File: config.mk
export PLATFORM = sky130hd
export DESIGN_NAME = seg_display_top
export DESIGN_NICKNAME = d
export VERILOG_FILES = /design/src/design/seg_pkg.sv /design/src/design/axil_display_regs.sv /design/src/design/digit_scanner.sv /design/src/design/seg_display_top.sv /design/src/design/segment_sequencer.sv
export SDC_FILE = /design/constraint.sdc
export NUM_CORES = 1
export LEC_CHECK = 0
export BUFFER_PORTS_ARGS = -buffer_cell sky130_fd_sc_hd__buf_4
export CAP_MARGIN = 10
export CORE_ASPECT_RATIO = 1.75
export CORE_UTILIZATION = 46
export DETAILED_ROUTE_END_ITERATION = 8
export PLACE_DENSITY = 0.78
export SLEW_MARGIN = 25
export SYNTH_ARGS = -nofsm -noshare
export SYNTH_HDL_FRONTEND = slang
export SYNTH_SLANG_ARGS = --single-unit
export TNS_END_PERCENT = 50
File: constraint.sdc
create_clock -name CLK -period 2.7 [get_ports CLK]
set_input_delay 0.54 -clock CLK [delete_from_list [all_inputs] [get_ports CLK]]
set_output_delay 0.54 -clock CLK [all_outputs]
set_load 0.1 [all_outputs]
File: src/design/seg_pkg.sv
/* shared constants for the seven-segment display driver
   register map, response codes and the hex pattern table used by RTL and testbench */
`default_nettype none

package seg_pkg;

	localparam int seg_count = 7; // segments a..g per digit
	localparam int slot_count = 8; // token ticks per digit, last one dark
	localparam logic [seg_count-1:0] seg_blank = 7'b1111111; // active low, all off

	localparam logic [3:0] addr_digits = 4'h0; // packed nibbles, digit 0 in bits 3:0
	localparam logic [3:0] addr_control = 4'h4; // bit 0 is display enable
	localparam logic [3:0] addr_push = 4'h8; // shift-in of wdata[3:0]

	localparam logic [1:0] resp_okay = 2'b00;
	localparam logic [1:0] resp_slverr = 2'b10;

	// active low pattern, segment a in the msb
	function automatic logic [seg_count-1:0] hex_to_segments(input logic [3:0] value);
		case (value)
			4'h0: return 7'b0000001;
			4'h1: return 7'b1001111;
			4'h2: return 7'b0010010;
			4'h3: return 7'b0000110;
			4'h4: return 7'b1001100;
			4'h5: return 7'b0100100;
			4'h6: return 7'b0100000;
			4'h7: return 7'b0001111;
			4'h8: return 7'b0000000;
			4'h9: return 7'b0000100;
			4'ha: return 7'b0001000;
			4'hb: return 7'b1100000;
			4'hc: return 7'b1110010;
			4'hd: return 7'b1000010;
			4'he: return 7'b0110000;
			default: return 7'b0111000; // F
		endcase
	endfunction

endpackage

`default_nettype wire

File: src/design/axil_display_regs.sv
/* AXI4-Lite register block for the display driver
   holds the packed digit nibbles and the enable bit, and performs shift-in pushes */
`timescale 1ns/10ps
`default_nettype none

module axil_display_regs import seg_pkg::*; #(
	parameter int num_digits = 4 // 1 to 8 digits
) (
	input  wire                      CLK,
	input  wire                      reset,
	// write address and data
	input  wire  [3:0]               awaddr,
	input  wire                      awvalid,
	output logic                     awready,
	input  wire  [31:0]              wdata,
	input  wire  [3:0]               wstrb, // ignored as every write is a full word
	input  wire                      wvalid,
	output logic                     wready,
	// write response
	output logic [1:0]               bresp,
	output logic                     bvalid,
	input  wire                      bready,
	// read address and data
	input  wire  [3:0]               araddr,
	input  wire                      arvalid,
	output logic                     arready,
	output logic [31:0]              rdata,
	output logic [1:0]               rresp,
	output logic                     rvalid,
	input  wire                      rready,
	// display state
	output logic [4*num_digits-1:0]  digits, // digit k in bits 4k+3:4k
	output logic                     enable
);

	localparam int digit_width = 4 * num_digits;

	logic                   wr_fire; // aw and w accepted this cycle
	logic                   rd_fire; // ar accepted this cycle
	logic                   wr_known; // write address decodes to a register
	logic                   rd_known; // read address decodes to a register
	logic [31:0]            rd_value; // read data before the output register
	logic [digit_width+3:0] push_value; // digits with the new nibble appended low

	// both channels are taken together, only while no response waits
	assign awready = awvalid && wvalid && !bvalid;
	assign wready = awready;
	assign wr_fire = awready; // already includes both valids

	assign arready = !rvalid; // one read in flight at most
	assign rd_fire = arvalid && arready;

	assign push_value = {digits, wdata[3:0]}; // top digit falls off when truncated

	always_comb begin
		case (awaddr)
			addr_digits, addr_control, addr_push: wr_known = 1'b1;
			default: wr_known = 1'b0;
		endcase
	end

	always_comb begin
		rd_value = '0;
		rd_known = 1'b1;
		case (araddr)
			addr_digits: rd_value[digit_width-1:0] = digits;
			addr_control: rd_value[0] = enable;
			addr_push: rd_value = '0; // write-only push port reads as zero
			default: rd_known = 1'b0;
		endcase
	end

	// register updates land with bvalid, the cycle after the handshake
	always_ff @(posedge CLK) begin
		if (reset) begin
			digits <= '0;
			enable <= 1'b0;
			bvalid <= 1'b0;
		end else begin
			if (wr_fire) begin
				bvalid <= 1'b1;
				case (awaddr)
					addr_digits: digits <= wdata[digit_width-1:0];
					addr_control: enable <= wdata[0];
					addr_push: digits <= push_value[digit_width-1:0]; // shift up one nibble
					default: ; // unknown offset leaves state alone
				endcase
			end else if (bvalid && bready) begin
				bvalid <= 1'b0; // response taken
			end
		end
	end

	always_ff @(posedge CLK) begin
		if (wr_fire) begin
			bresp <= wr_known ? resp_okay : resp_slverr;
		end
	end

	always_ff @(posedge CLK) begin
		if (reset) begin
			rvalid <= 1'b0;
		end else begin
			if (rd_fire) begin
				rvalid <= 1'b1;
			end else if (rvalid && rready) begin
				rvalid <= 1'b0; // data taken
			end
		end
	end

	// read payload held with rvalid until rready
	always_ff @(posedge CLK) begin
		if (rd_fire) begin
			rdata <= rd_value;
			rresp <= rd_known ? resp_okay : resp_slverr;
		end
	end

endmodule

`default_nettype wire

File: src/design/digit_scanner.sv
/* digit scanner with tick prescaler and one-hot anode select
   steps to the next digit at each slot end and latches that digit's segment pattern */
`timescale 1ns/10ps
`default_nettype none

module digit_scanner import seg_pkg::*; #(
	parameter int num_digits = 4, // 1 to 8
	parameter int tick_log2 = 3 // tick period is 2**tick_log2 cycles
) (
	input  wire                      CLK,
	input  wire                      reset,
	input  wire  [4*num_digits-1:0]  digits, // packed hex nibbles
	input  wire                      enable,
	input  wire                      slot_done, // end of the current digit slot
	output logic                     tick, // one cycle pulse per prescaler wrap
	output logic [seg_count-1:0]     pattern, // active low pattern of the shown digit
	output logic [num_digits-1:0]    anodes // active high, one-hot or zero
);

	localparam int idx_width = (num_digits > 1) ? $clog2(num_digits) : 1;
	localparam logic [idx_width-1:0] last_digit = idx_width'(num_digits - 1);
	localparam logic [num_digits-1:0] first_anode = num_digits'(1);

	logic [tick_log2-1:0]  prescale; // free running
	logic [idx_width-1:0]  digit_index; // digit being shown
	logic [idx_width-1:0]  next_index; // digit of the coming slot
	logic [3:0]            next_nibble; // hex value of that digit
	logic [num_digits-1:0] anode_sel; // one-hot select before enable gating

	always_ff @(posedge CLK) begin
		if (reset) begin
			prescale <= '0;
		end else begin
			prescale <= prescale + 1'b1; // keeps counting with display off
		end
	end

	assign tick = &prescale; // last count of each period

	// wrap from the highest digit back to digit 0
	assign next_index = (digit_index == last_digit) ? '0 : digit_index + 1'b1;
	assign next_nibble = digits[next_index*4 +: 4];

	// digit, anode and pattern all change on the same edge
	always_ff @(posedge CLK) begin
		if (reset) begin
			digit_index <= '0;
			anode_sel <= first_anode; // digit 0 first
			pattern <= seg_blank; // dark until the first slot end
		end else begin
			if (slot_done) begin
				digit_index <= next_index;
				anode_sel <= first_anode << next_index;
				pattern <= hex_to_segments(next_nibble); // sampled once per slot
			end
		end
	end

	assign anodes = anode_sel & {num_digits{enable}}; // all off while disabled

endmodule

`default_nettype wire

File: src/design/seg_display_top.sv
/* top level of the AXI4-Lite seven-segment display driver
   sets the digit count and tick rate and connects register block, scanner and sequencer */
`timescale 1ns/10ps
`default_nettype none

module seg_display_top import seg_pkg::*; #(
	parameter int num_digits = 4,
	parameter int tick_log2 = 3
) (
	input  wire                    CLK,
	input  wire                    reset,
	input  wire  [3:0]             awaddr,
	input  wire                    awvalid,
	output logic                   awready,
	input  wire  [31:0]            wdata,
	input  wire  [3:0]             wstrb, // ignored by the register block
	input  wire                    wvalid,
	output logic                   wready,
	output logic [1:0]             bresp,
	output logic                   bvalid,
	input  wire                    bready,
	input  wire  [3:0]             araddr,
	input  wire                    arvalid,
	output logic                   arready,
	output logic [31:0]            rdata,
	output logic [1:0]             rresp,
	output logic                   rvalid,
	input  wire                    rready,
	output logic [num_digits-1:0]  anodes, // active high
	output logic [seg_count-1:0]   segments // active low, a in msb
);

	logic [4*num_digits-1:0] digits;
	logic                    enable;
	logic                    tick;
	logic [seg_count-1:0]    pattern;
	logic                    slot_done;

	axil_display_regs #(.num_digits(num_digits)) regs (
		.CLK(CLK), .reset(reset),
		.awaddr(awaddr), .awvalid(awvalid), .awready(awready),
		.wdata(wdata), .wstrb(wstrb), .wvalid(wvalid), .wready(wready),
		.bresp(bresp), .bvalid(bvalid), .bready(bready),
		.araddr(araddr), .arvalid(arvalid), .arready(arready),
		.rdata(rdata), .rresp(rresp), .rvalid(rvalid), .rready(rready),
		.digits(digits), .enable(enable)
	);

	digit_scanner #(.num_digits(num_digits), .tick_log2(tick_log2)) scanner (
		.CLK(CLK), .reset(reset),
		.digits(digits), .enable(enable), .slot_done(slot_done),
		.tick(tick), .pattern(pattern), .anodes(anodes)
	);

	segment_sequencer sequencer (
		.CLK(CLK), .reset(reset),
		.tick(tick), .pattern(pattern), .enable(enable),
		.segments(segments), .slot_done(slot_done)
	);

endmodule

`default_nettype wire

File: src/design/segment_sequencer.sv
/* segment sequencer with a rotating one-hot token
   lights at most one segment per tick and flags the end of each digit slot */
`timescale 1ns/10ps
`default_nettype none

module segment_sequencer import seg_pkg::*; (
	input  wire                   CLK,
	input  wire                   reset,
	input  wire                   tick, // advance the token
	input  wire  [seg_count-1:0]  pattern, // active low, segment a in msb
	input  wire                   enable,
	output logic [seg_count-1:0]  segments, // active low segment pins
	output logic                  slot_done // pulse on the tick leaving the dark position
);

	localparam logic [slot_count-1:0] token_start = slot_count'(1);

	// token bit i selects segment i counted from a, top bit is the dark tick
	logic [slot_count-1:0] token;

	always_ff @(posedge CLK) begin
		if (reset) begin
			token <= token_start; // position 0, segment a
		end else begin
			if (tick) begin
				token <= {token[slot_count-2:0], token[slot_count-1]}; // rotate left
			end
		end
	end

	assign slot_done = tick && token[slot_count-1];

	// the pattern bit for the token position decides whether that one segment is lit
	always_comb begin
		segments = seg_blank;
		if (enable) begin
			for (int i = 0; i < seg_count; i++) begin
				if (token[i] && !pattern[seg_count-1-i]) begin
					segments[seg_count-1-i] = 1'b0; // drive low to light
				end
			end
		end
	end

endmodule

`default_nettype wire

==> summary.txt, run 1 <==
Status -> completed
Largest net degree at the start of global routing -> 39
Worst path max stage delay -> 0.45 ns
GR Overflow Total -> 0
Maximum root-to-sink buffer count -> 2
Via count -> 2,535
Crit Reg-Reg Startpoint -> scanner.digit_index[1]
# setup viols final -> 0
Fin Setup TNS -> 0 ns
Synth Flop Type -> dfxtp_1
Number of hold buffers added after CTS -> 0
Layout area overhead -> 28.81%
Worst hold path type -> in2reg
1st-pass router iterations -> 5
Pleak -> 1.598 nW
Initial Util -> 0.4749
Met1 wire length -> 2.701 mm
Period utilization -> 0.9762
ANT cells -> 0
CTS buffer count -> 9
Count of final hold-check violations -> 0
Slew headroom -> 0.6326
CP bufs+invs -> 1
Cells on worst reg2reg path -> 9
# IOs -> 103
Htree depth -> 3
RSZ-0062 raised after global routing -> false
Via/cell ratio -> 5.326
Site Rows -> 39
Crit path required time -> 2.94 ns
Post-synthesis async set-or-reset flop share -> 0
FF-to-FF setup slack -> 0.06 ns
WL per Instance -> 14.63 um
Seq/Total Area, Yosys -> 0.4512
Number of synthesized flops with an enable pin -> 18
Post-synthesis cell type count -> 51
Initial drt markers -> 94
Hold Path End -> regs.rvalid
Type of origin of the critical path -> flip-flop
Crit end category -> flip-flop
Max-cap violations -> 0
Max-slew violation count -> 0
Clk sinks -> 61
Cell family with most CP delay -> adder cells
Fin nets -> 453
GRT Total Usage -> 0.2111
CP max-delay cell -> or3b_2
Die W -> 64.11 um
Worst skew pair latency -> 0.33 ns
Clock Skew -> 0.006131 ns
Cell Area, Placed -> 3662 sq um
Maximum VDD drop -> 0.0003943 V
Half-perimeter wire length after placement -> 5.092 mm
Hold depth -> 2
GPL Wtd Cong -> 0.8937
CTS tree -> yes
Final instance area -> 4000 sq um
Die height -> 110.7 um
Worst-path clk slew -> 0.05 ns
Initial antenna violation count -> 0
WL met2 -> 3.766 mm
WL final -> 6.964 mm
Filler cells -> 600
Crit path time final -> 2.636 ns
YS warnings -> 0
Routed Antenna Nets -> 0
RR Endpoint -> scanner.pattern[3]
Cells after Synth -> 317
Hold_sp -> rready
Post-synthesis sequential element count -> 61
Vias in the first global route -> 2,450
Cell Pwr Density -> 651.5 nW/um^2
Kind of critical path -> reg2reg
Core Box Area -> 6539 sq um
Residual DRC -> 0
Share of layout cells above drive strength 1 -> 0.2766
# port buffers -> 64
Top Metal Used -> met4
Max Clock Freq -> 0.3794 GHz
Critical-path maximum fanout -> 4
Slew @ Worst Pin -> 0.5358 ns
Root Driver -> clkbuf_16
Die ar. -> 7097 sq um
Synth Cell Area -> 3105 sq um
Mean Syn Cell Area -> 9.796 sq um
WP data arrival -> 2.87 ns
Met3 wire length -> 307 um
First-pass GRT wire length -> 11.43 mm
Critical-path cell list -> inv_1 > ha_4 > mux2_2 > o21a_1 > ha_1 > or3b_2 > o22ai_2 > nor4_1 > a211oi_1
==> metal layers <==
metal / GRT usage / up-vias
met2: 0.3766 / 82
li1: - / 1244
met3: 0.04733 / 16
met4: 0.1037 / 0
met5: 0 / -
met1: 0.2279 / 1193
==> what timing repair did <==
| item | 4_1_cts | 5_1_grt |
|---|---|---|
| gates resized for setup | 0 | 2 |
| buffers inserted | 0 | 0 |
| endpoints found under the hold margin | 0 | 0 |
| setup endpoints to repair | 0 | 1 |
==> final cells by class <==
type,instances,area [sq um],area share
Inverter,10,37.54,0.009384
Sequential cell,61,1403,0.3506
Tap cell,82,102.6,0.02565
Multi-Input combinational cell,228,1534,0.3835
Clock inverter,6,101.3,0.02534
Clock buffer,10,229.0,0.05724
Timing Repair Buffer,79,593.1,0.1483
==> cells in the final DEF, fill, tap and decap left out, types with 2 or more instances in the layout <==
master / synthesis / routed
o211ai_1: 3 / 3
a211oi_1: 3 / 3
o21ai_0: 3 / 3
a21oi_1: 26 / 26
nand3_1: 3 / 3
nand3b_1: 10 / 10
dfxtp_1: 43 / 42
clkinv_1: 0 / 3
o221ai_1: 12 / 12
nand2b_1: 2 / 2
edfxtp_1: 18 / 18
and2_1: 20 / 20
a211o_1: 2 / 2
clkbuf_16: 0 / 9
a31oi_1: 2 / 2
mux2_2: 7 / 7
ha_1: 13 / 12
nor3_1: 2 / 2
nor2_1: 17 / 16
conb_1: 1 / 18
nand2_1: 35 / 35
nor4_1: 5 / 5
nand4_1: 2 / 2
o21a_1: 3 / 3
mux2i_1: 15 / 15
bufinv_16: 0 / 3
nor2b_1: 3 / 3
buf_4: 20 / 79
inv_1: 10 / 10
==> kinds of logic after synthesis <==
| family | count (synthesis) | synth area share |
|---|---|---|
| AOI/OAI and AO/OA | 64 | 0.1386 |
| adders and majority gates | 13 | 0.05238 |
| buffers and inverters | 45 | 0.08219 |
| DFF | 61 | 0.4513 |
| muxes | 25 | 0.09146 |
| other | 1 | 0.001208 |
| and+or+nand+nor | 108 | 0.1829 |
==> worst max path at each step <==
stage                                 from                 end  cells after the start  slack, ns
floorplan           scanner.digit_index[0]  scanner.pattern[3]                     11      0.005
global placement    scanner.digit_index[0]  scanner.pattern[3]                      9        0.1
detailed placement  scanner.digit_index[0]  scanner.pattern[3]                      9       0.04
finish              scanner.digit_index[1]  scanner.pattern[3]                      9       0.06
global route        scanner.digit_index[1]  scanner.pattern[3]                      9       0.02
CTS                 scanner.digit_index[0]  scanner.pattern[3]                      9       0.01
==> sequential cells by signal (all words and copies together) (netlist names) <==
name	count
regs.digits	16
regs.rdata	16
sequencer.token	8
scanner.pattern	7
scanner.anode_sel	4
scanner.prescale	3
scanner.digit_index	2
regs.bresp	1
regs.bvalid	1
regs.enable	1
regs.rresp	1
regs.rvalid	1
==> where the power goes <==
part           total (mW)  switching (mW)  internal [mW]
Clock                1.27           0.378          0.890
Combinational       0.362           0.295         0.0670
Sequential          0.976          0.0100          0.966
==> per-stage QoR <==
stage          cells  setup slack, ns  utilization  hold WS [ns]  power [mW]
3_3_place_gp     460          0.09747       0.5601        0.4073       1.353
3_5_place_dp     460          0.03508       0.5601        0.4257       1.356
2_1_floorplan    334         0.005037            -        0.3992       1.296
5_1_grt          476          0.02288       0.6117        0.4053       2.688
6_report         476          0.06439       0.6117        0.3961       2.606
4_1_cts          476          0.01315       0.6106        0.3880       2.625
==> cells in the mapped netlist, types with 3 or more instances <==
library cell / instances / share of area
o221ai_1: 12 / 0.034
and2_1: 20 / 0.040
o21ai_0: 3 / 0.0048
o21a_1: 3 / 0.0073
dfxtp_1: 43 / 0.28
nand3_1: 3 / 0.0048
mux2_2: 7 / 0.025
buf_2: 3 / 0.0048
inv_1: 10 / 0.012
a21oi_1: 26 / 0.042
nor2b_1: 3 / 0.0060
ha_1: 13 / 0.052
mux2i_1: 15 / 0.048
nor2_1: 17 / 0.021
nand3b_1: 10 / 0.024
nand2_1: 35 / 0.042
o211ai_1: 3 / 0.0073
clkbuf_1: 11 / 0.013
nor4_1: 5 / 0.010
edfxtp_1: 18 / 0.17
buf_4: 20 / 0.048
a211oi_1: 3 / 0.0073
(Power assumes the default switching activity.)
==> run 2: changes to the inputs <==
CELL_PAD_IN_SITES_DETAIL_PLACEMENT = 1   (was default)
CELL_PAD_IN_SITES_GLOBAL_PLACEMENT = 1   (was default)
CORE_UTILIZATION = 34   (was 46)
GPL_ROUTABILITY_DRIVEN = 0   (was default)
PLACE_DENSITY = 0.77   (was 0.78)
==> summary.txt, run 2 (synthesis gave the netlist of run 1 again) <==
GR Overflow Total -> 0
Fin nets -> 452
Share of layout cells above drive strength 1 -> 0.2901
WP data arrival -> 2.82 ns
Initial antenna violation count -> 0
Placed insts -> 494
Period utilization -> 0.9536
# port buffers -> 64
Hold Path End -> regs.rvalid
Core Box Area -> 8783 sq um
Crit path required time -> 2.94 ns
Die height -> 128.4 um
Routed Antenna Nets -> 0
Number of hold buffers added after CTS -> 0
Status -> completed
Total Power -> 2.437 mW
1st-pass router iterations -> 4
FF-to-FF setup slack -> 0.13 ns
Htree depth -> 3
Critical-path cell list -> inv_1 > ha_4 > mux2_4 > o21a_1 > ha_4 > or3b_2 > o22ai_2 > nor4_1 > a211oi_1
Max-slew violation count -> 0
Crit Reg-Reg Startpoint -> scanner.digit_index[1]
Crit path time final -> 2.575 ns
Top Registers -> regs.digits: 16 flops, regs.rdata: 16 flops, sequencer.token: 8 flops
Half-perimeter wire length after placement -> 6.174 mm
WL per Instance -> 16.14 um
Largest net degree at the start of global routing -> 39
Count of final hold-check violations -> 0
First-pass GRT wire length -> 13.03 mm
Vias in the first global route -> 2,776
RR Endpoint -> scanner.pattern[3]
Cells on worst reg2reg path -> 9
ANT cells -> 0
Via/cell ratio -> 5.065
Cell Pwr Density -> 608.1 nW/um^2
Non-Filler Instances -> 510
Pleak -> 1.582 nW
Die W -> 74.25 um
Slew @ Worst Pin -> 0.5520 ns
CP max-delay cell -> or3b_2
Hold depth -> 2
CTS tree -> yes
GRT Total Usage -> 0.1849
Clock Skew -> 0.01011 ns
Filler cells -> 1,029
Critical-path maximum fanout -> 4
Die ar. -> 9535 sq um
Worst skew pair latency -> 0.33 ns
Clk sinks -> 61
Initial drt markers -> 90
Worst hold path type -> in2reg
Kind of critical path -> reg2reg
Worst-path clk slew -> 0.05 ns
Via count -> 2,583
Maximum VDD drop -> 0.0003239 V
# IOs -> 103
Max-cap violations -> 0
RSZ-0062 raised after global routing -> false
# setup viols final -> 0
Most frequent CP cell -> ha_4
Final setup margin -> 0.1254 ns
Residual DRC -> 0
Root Driver -> clkbuf_16
Maximum root-to-sink buffer count -> 2
Most frequent cells in the layout -> buf_4, dfxtp_1, nand2_1
Commonest non-fill, non-tap cell in the layout -> buf_4
Site Rows -> 45
Placement Setup Slack -> 0.07176 ns
CTS buffer count -> 9
Crit end category -> flip-flop
Max Clock Freq -> 0.3884 GHz
Hold_sp -> rready
Layout area overhead -> 29.05%
Worst path max stage delay -> 0.45 ns
Fin Setup TNS -> 0 ns
Initial Util -> 0.3536
WL final -> 8.232 mm
Type of origin of the critical path -> flip-flop
Slew headroom -> 0.6320
## run 2: changes by cell type in the layout (fill, tap and decap cells not counted), sizes merged
cell    before  now
bufinv       3    1
buf         79   78
inv         10   11
clkbuf      10   11
## run 2: area by class of cell
class,count,area [sq um],share of cell area
Inverter,10,37.54,0.009366
Multi-Input combinational cell,228,1550,0.3868
Sequential cell,61,1404,0.3503
Clock inverter,5,51.30,0.01280
Tap cell,117,146.4,0.03653
Clock buffer,11,232.7,0.05807
Timing Repair Buffer,78,585.6,0.1461
## run 2: where the power goes
group / total (mW) / switching, mW / internal, mW / leakage (nW)
sequential: 0.976 / 0.0104 / 0.965 / 0.525
clock: 1.09 / 0.386 / 0.708 / 0.144
combinational: 0.367 / 0.299 / 0.0676 / 0.913
## run 2: worst max path at each step
stage / start / cells past startpoint / slack [ns] / end
after detailed placement: scanner.digit_index[0] / 9 / 0.07 / scanner.pattern[3]
after floorplan: scanner.digit_index[0] / 11 / 0.005 / scanner.pattern[3]
after global routing: scanner.digit_index[1] / 9 / 0.02 / scanner.pattern[3]
after global placement: scanner.digit_index[0] / 9 / 0.13 / scanner.pattern[3]
final: scanner.digit_index[1] / 9 / 0.13 / scanner.pattern[3]
after CTS: scanner.digit_index[1] / 9 / 0.04 / scanner.pattern[3]
## run 2: through the flow
| stage | hold slack, ns | area [sq um] | util |
|---|---|---|---|
| floorplan | 0.3992 | 3184 | - |
| global placement | 0.4089 | 3699 | 0.4211 |
| detailed placement | 0.4179 | 3699 | 0.4211 |
| CTS | 0.3827 | 3983 | 0.4534 |
| global route | 0.3876 | 4008 | 0.4563 |
| finish | 0.3930 | 4008 | 0.4563 |
## run 2: layer usage
| layer | up-vias | share of wire | wire length (um) | global-route usage |
|---|---|---|---|---|
| met1 | 1249 | 0.37 | 3034 | 0.1731 |
| met4 | 0 | 0.025 | 207 | 0.09878 |
| li1 | 1236 | - | - | - |
| met5 | - | 0 | 0 | 0 |
| met3 | 17 | 0.040 | 332 | 0.04464 |
| met2 | 81 | 0.57 | 4658 | 0.3529 |
## run 2: worst max-delay path, delay by kind of cell, from the launching register on
kind | cells | cell delay, ns
adder cells (fa/ha/maj) | 2 | 0.59
flip-flops | 1 | 0.36
AND/OR/NAND/NOR | 2 | 0.54
buffers and inverters | 1 | 0.08
AO/OA/AOI/OAI | 3 | 0.59
multiplexers | 1 | 0.33
## run 2: repair_timing
| action | 4_1_cts | 5_1_grt |
|---|---|---|
| setup buffers | 0 | 0 |
| endpoints found under the setup margin | 0 | 1 |
| gates resized for setup | 0 | 7 |
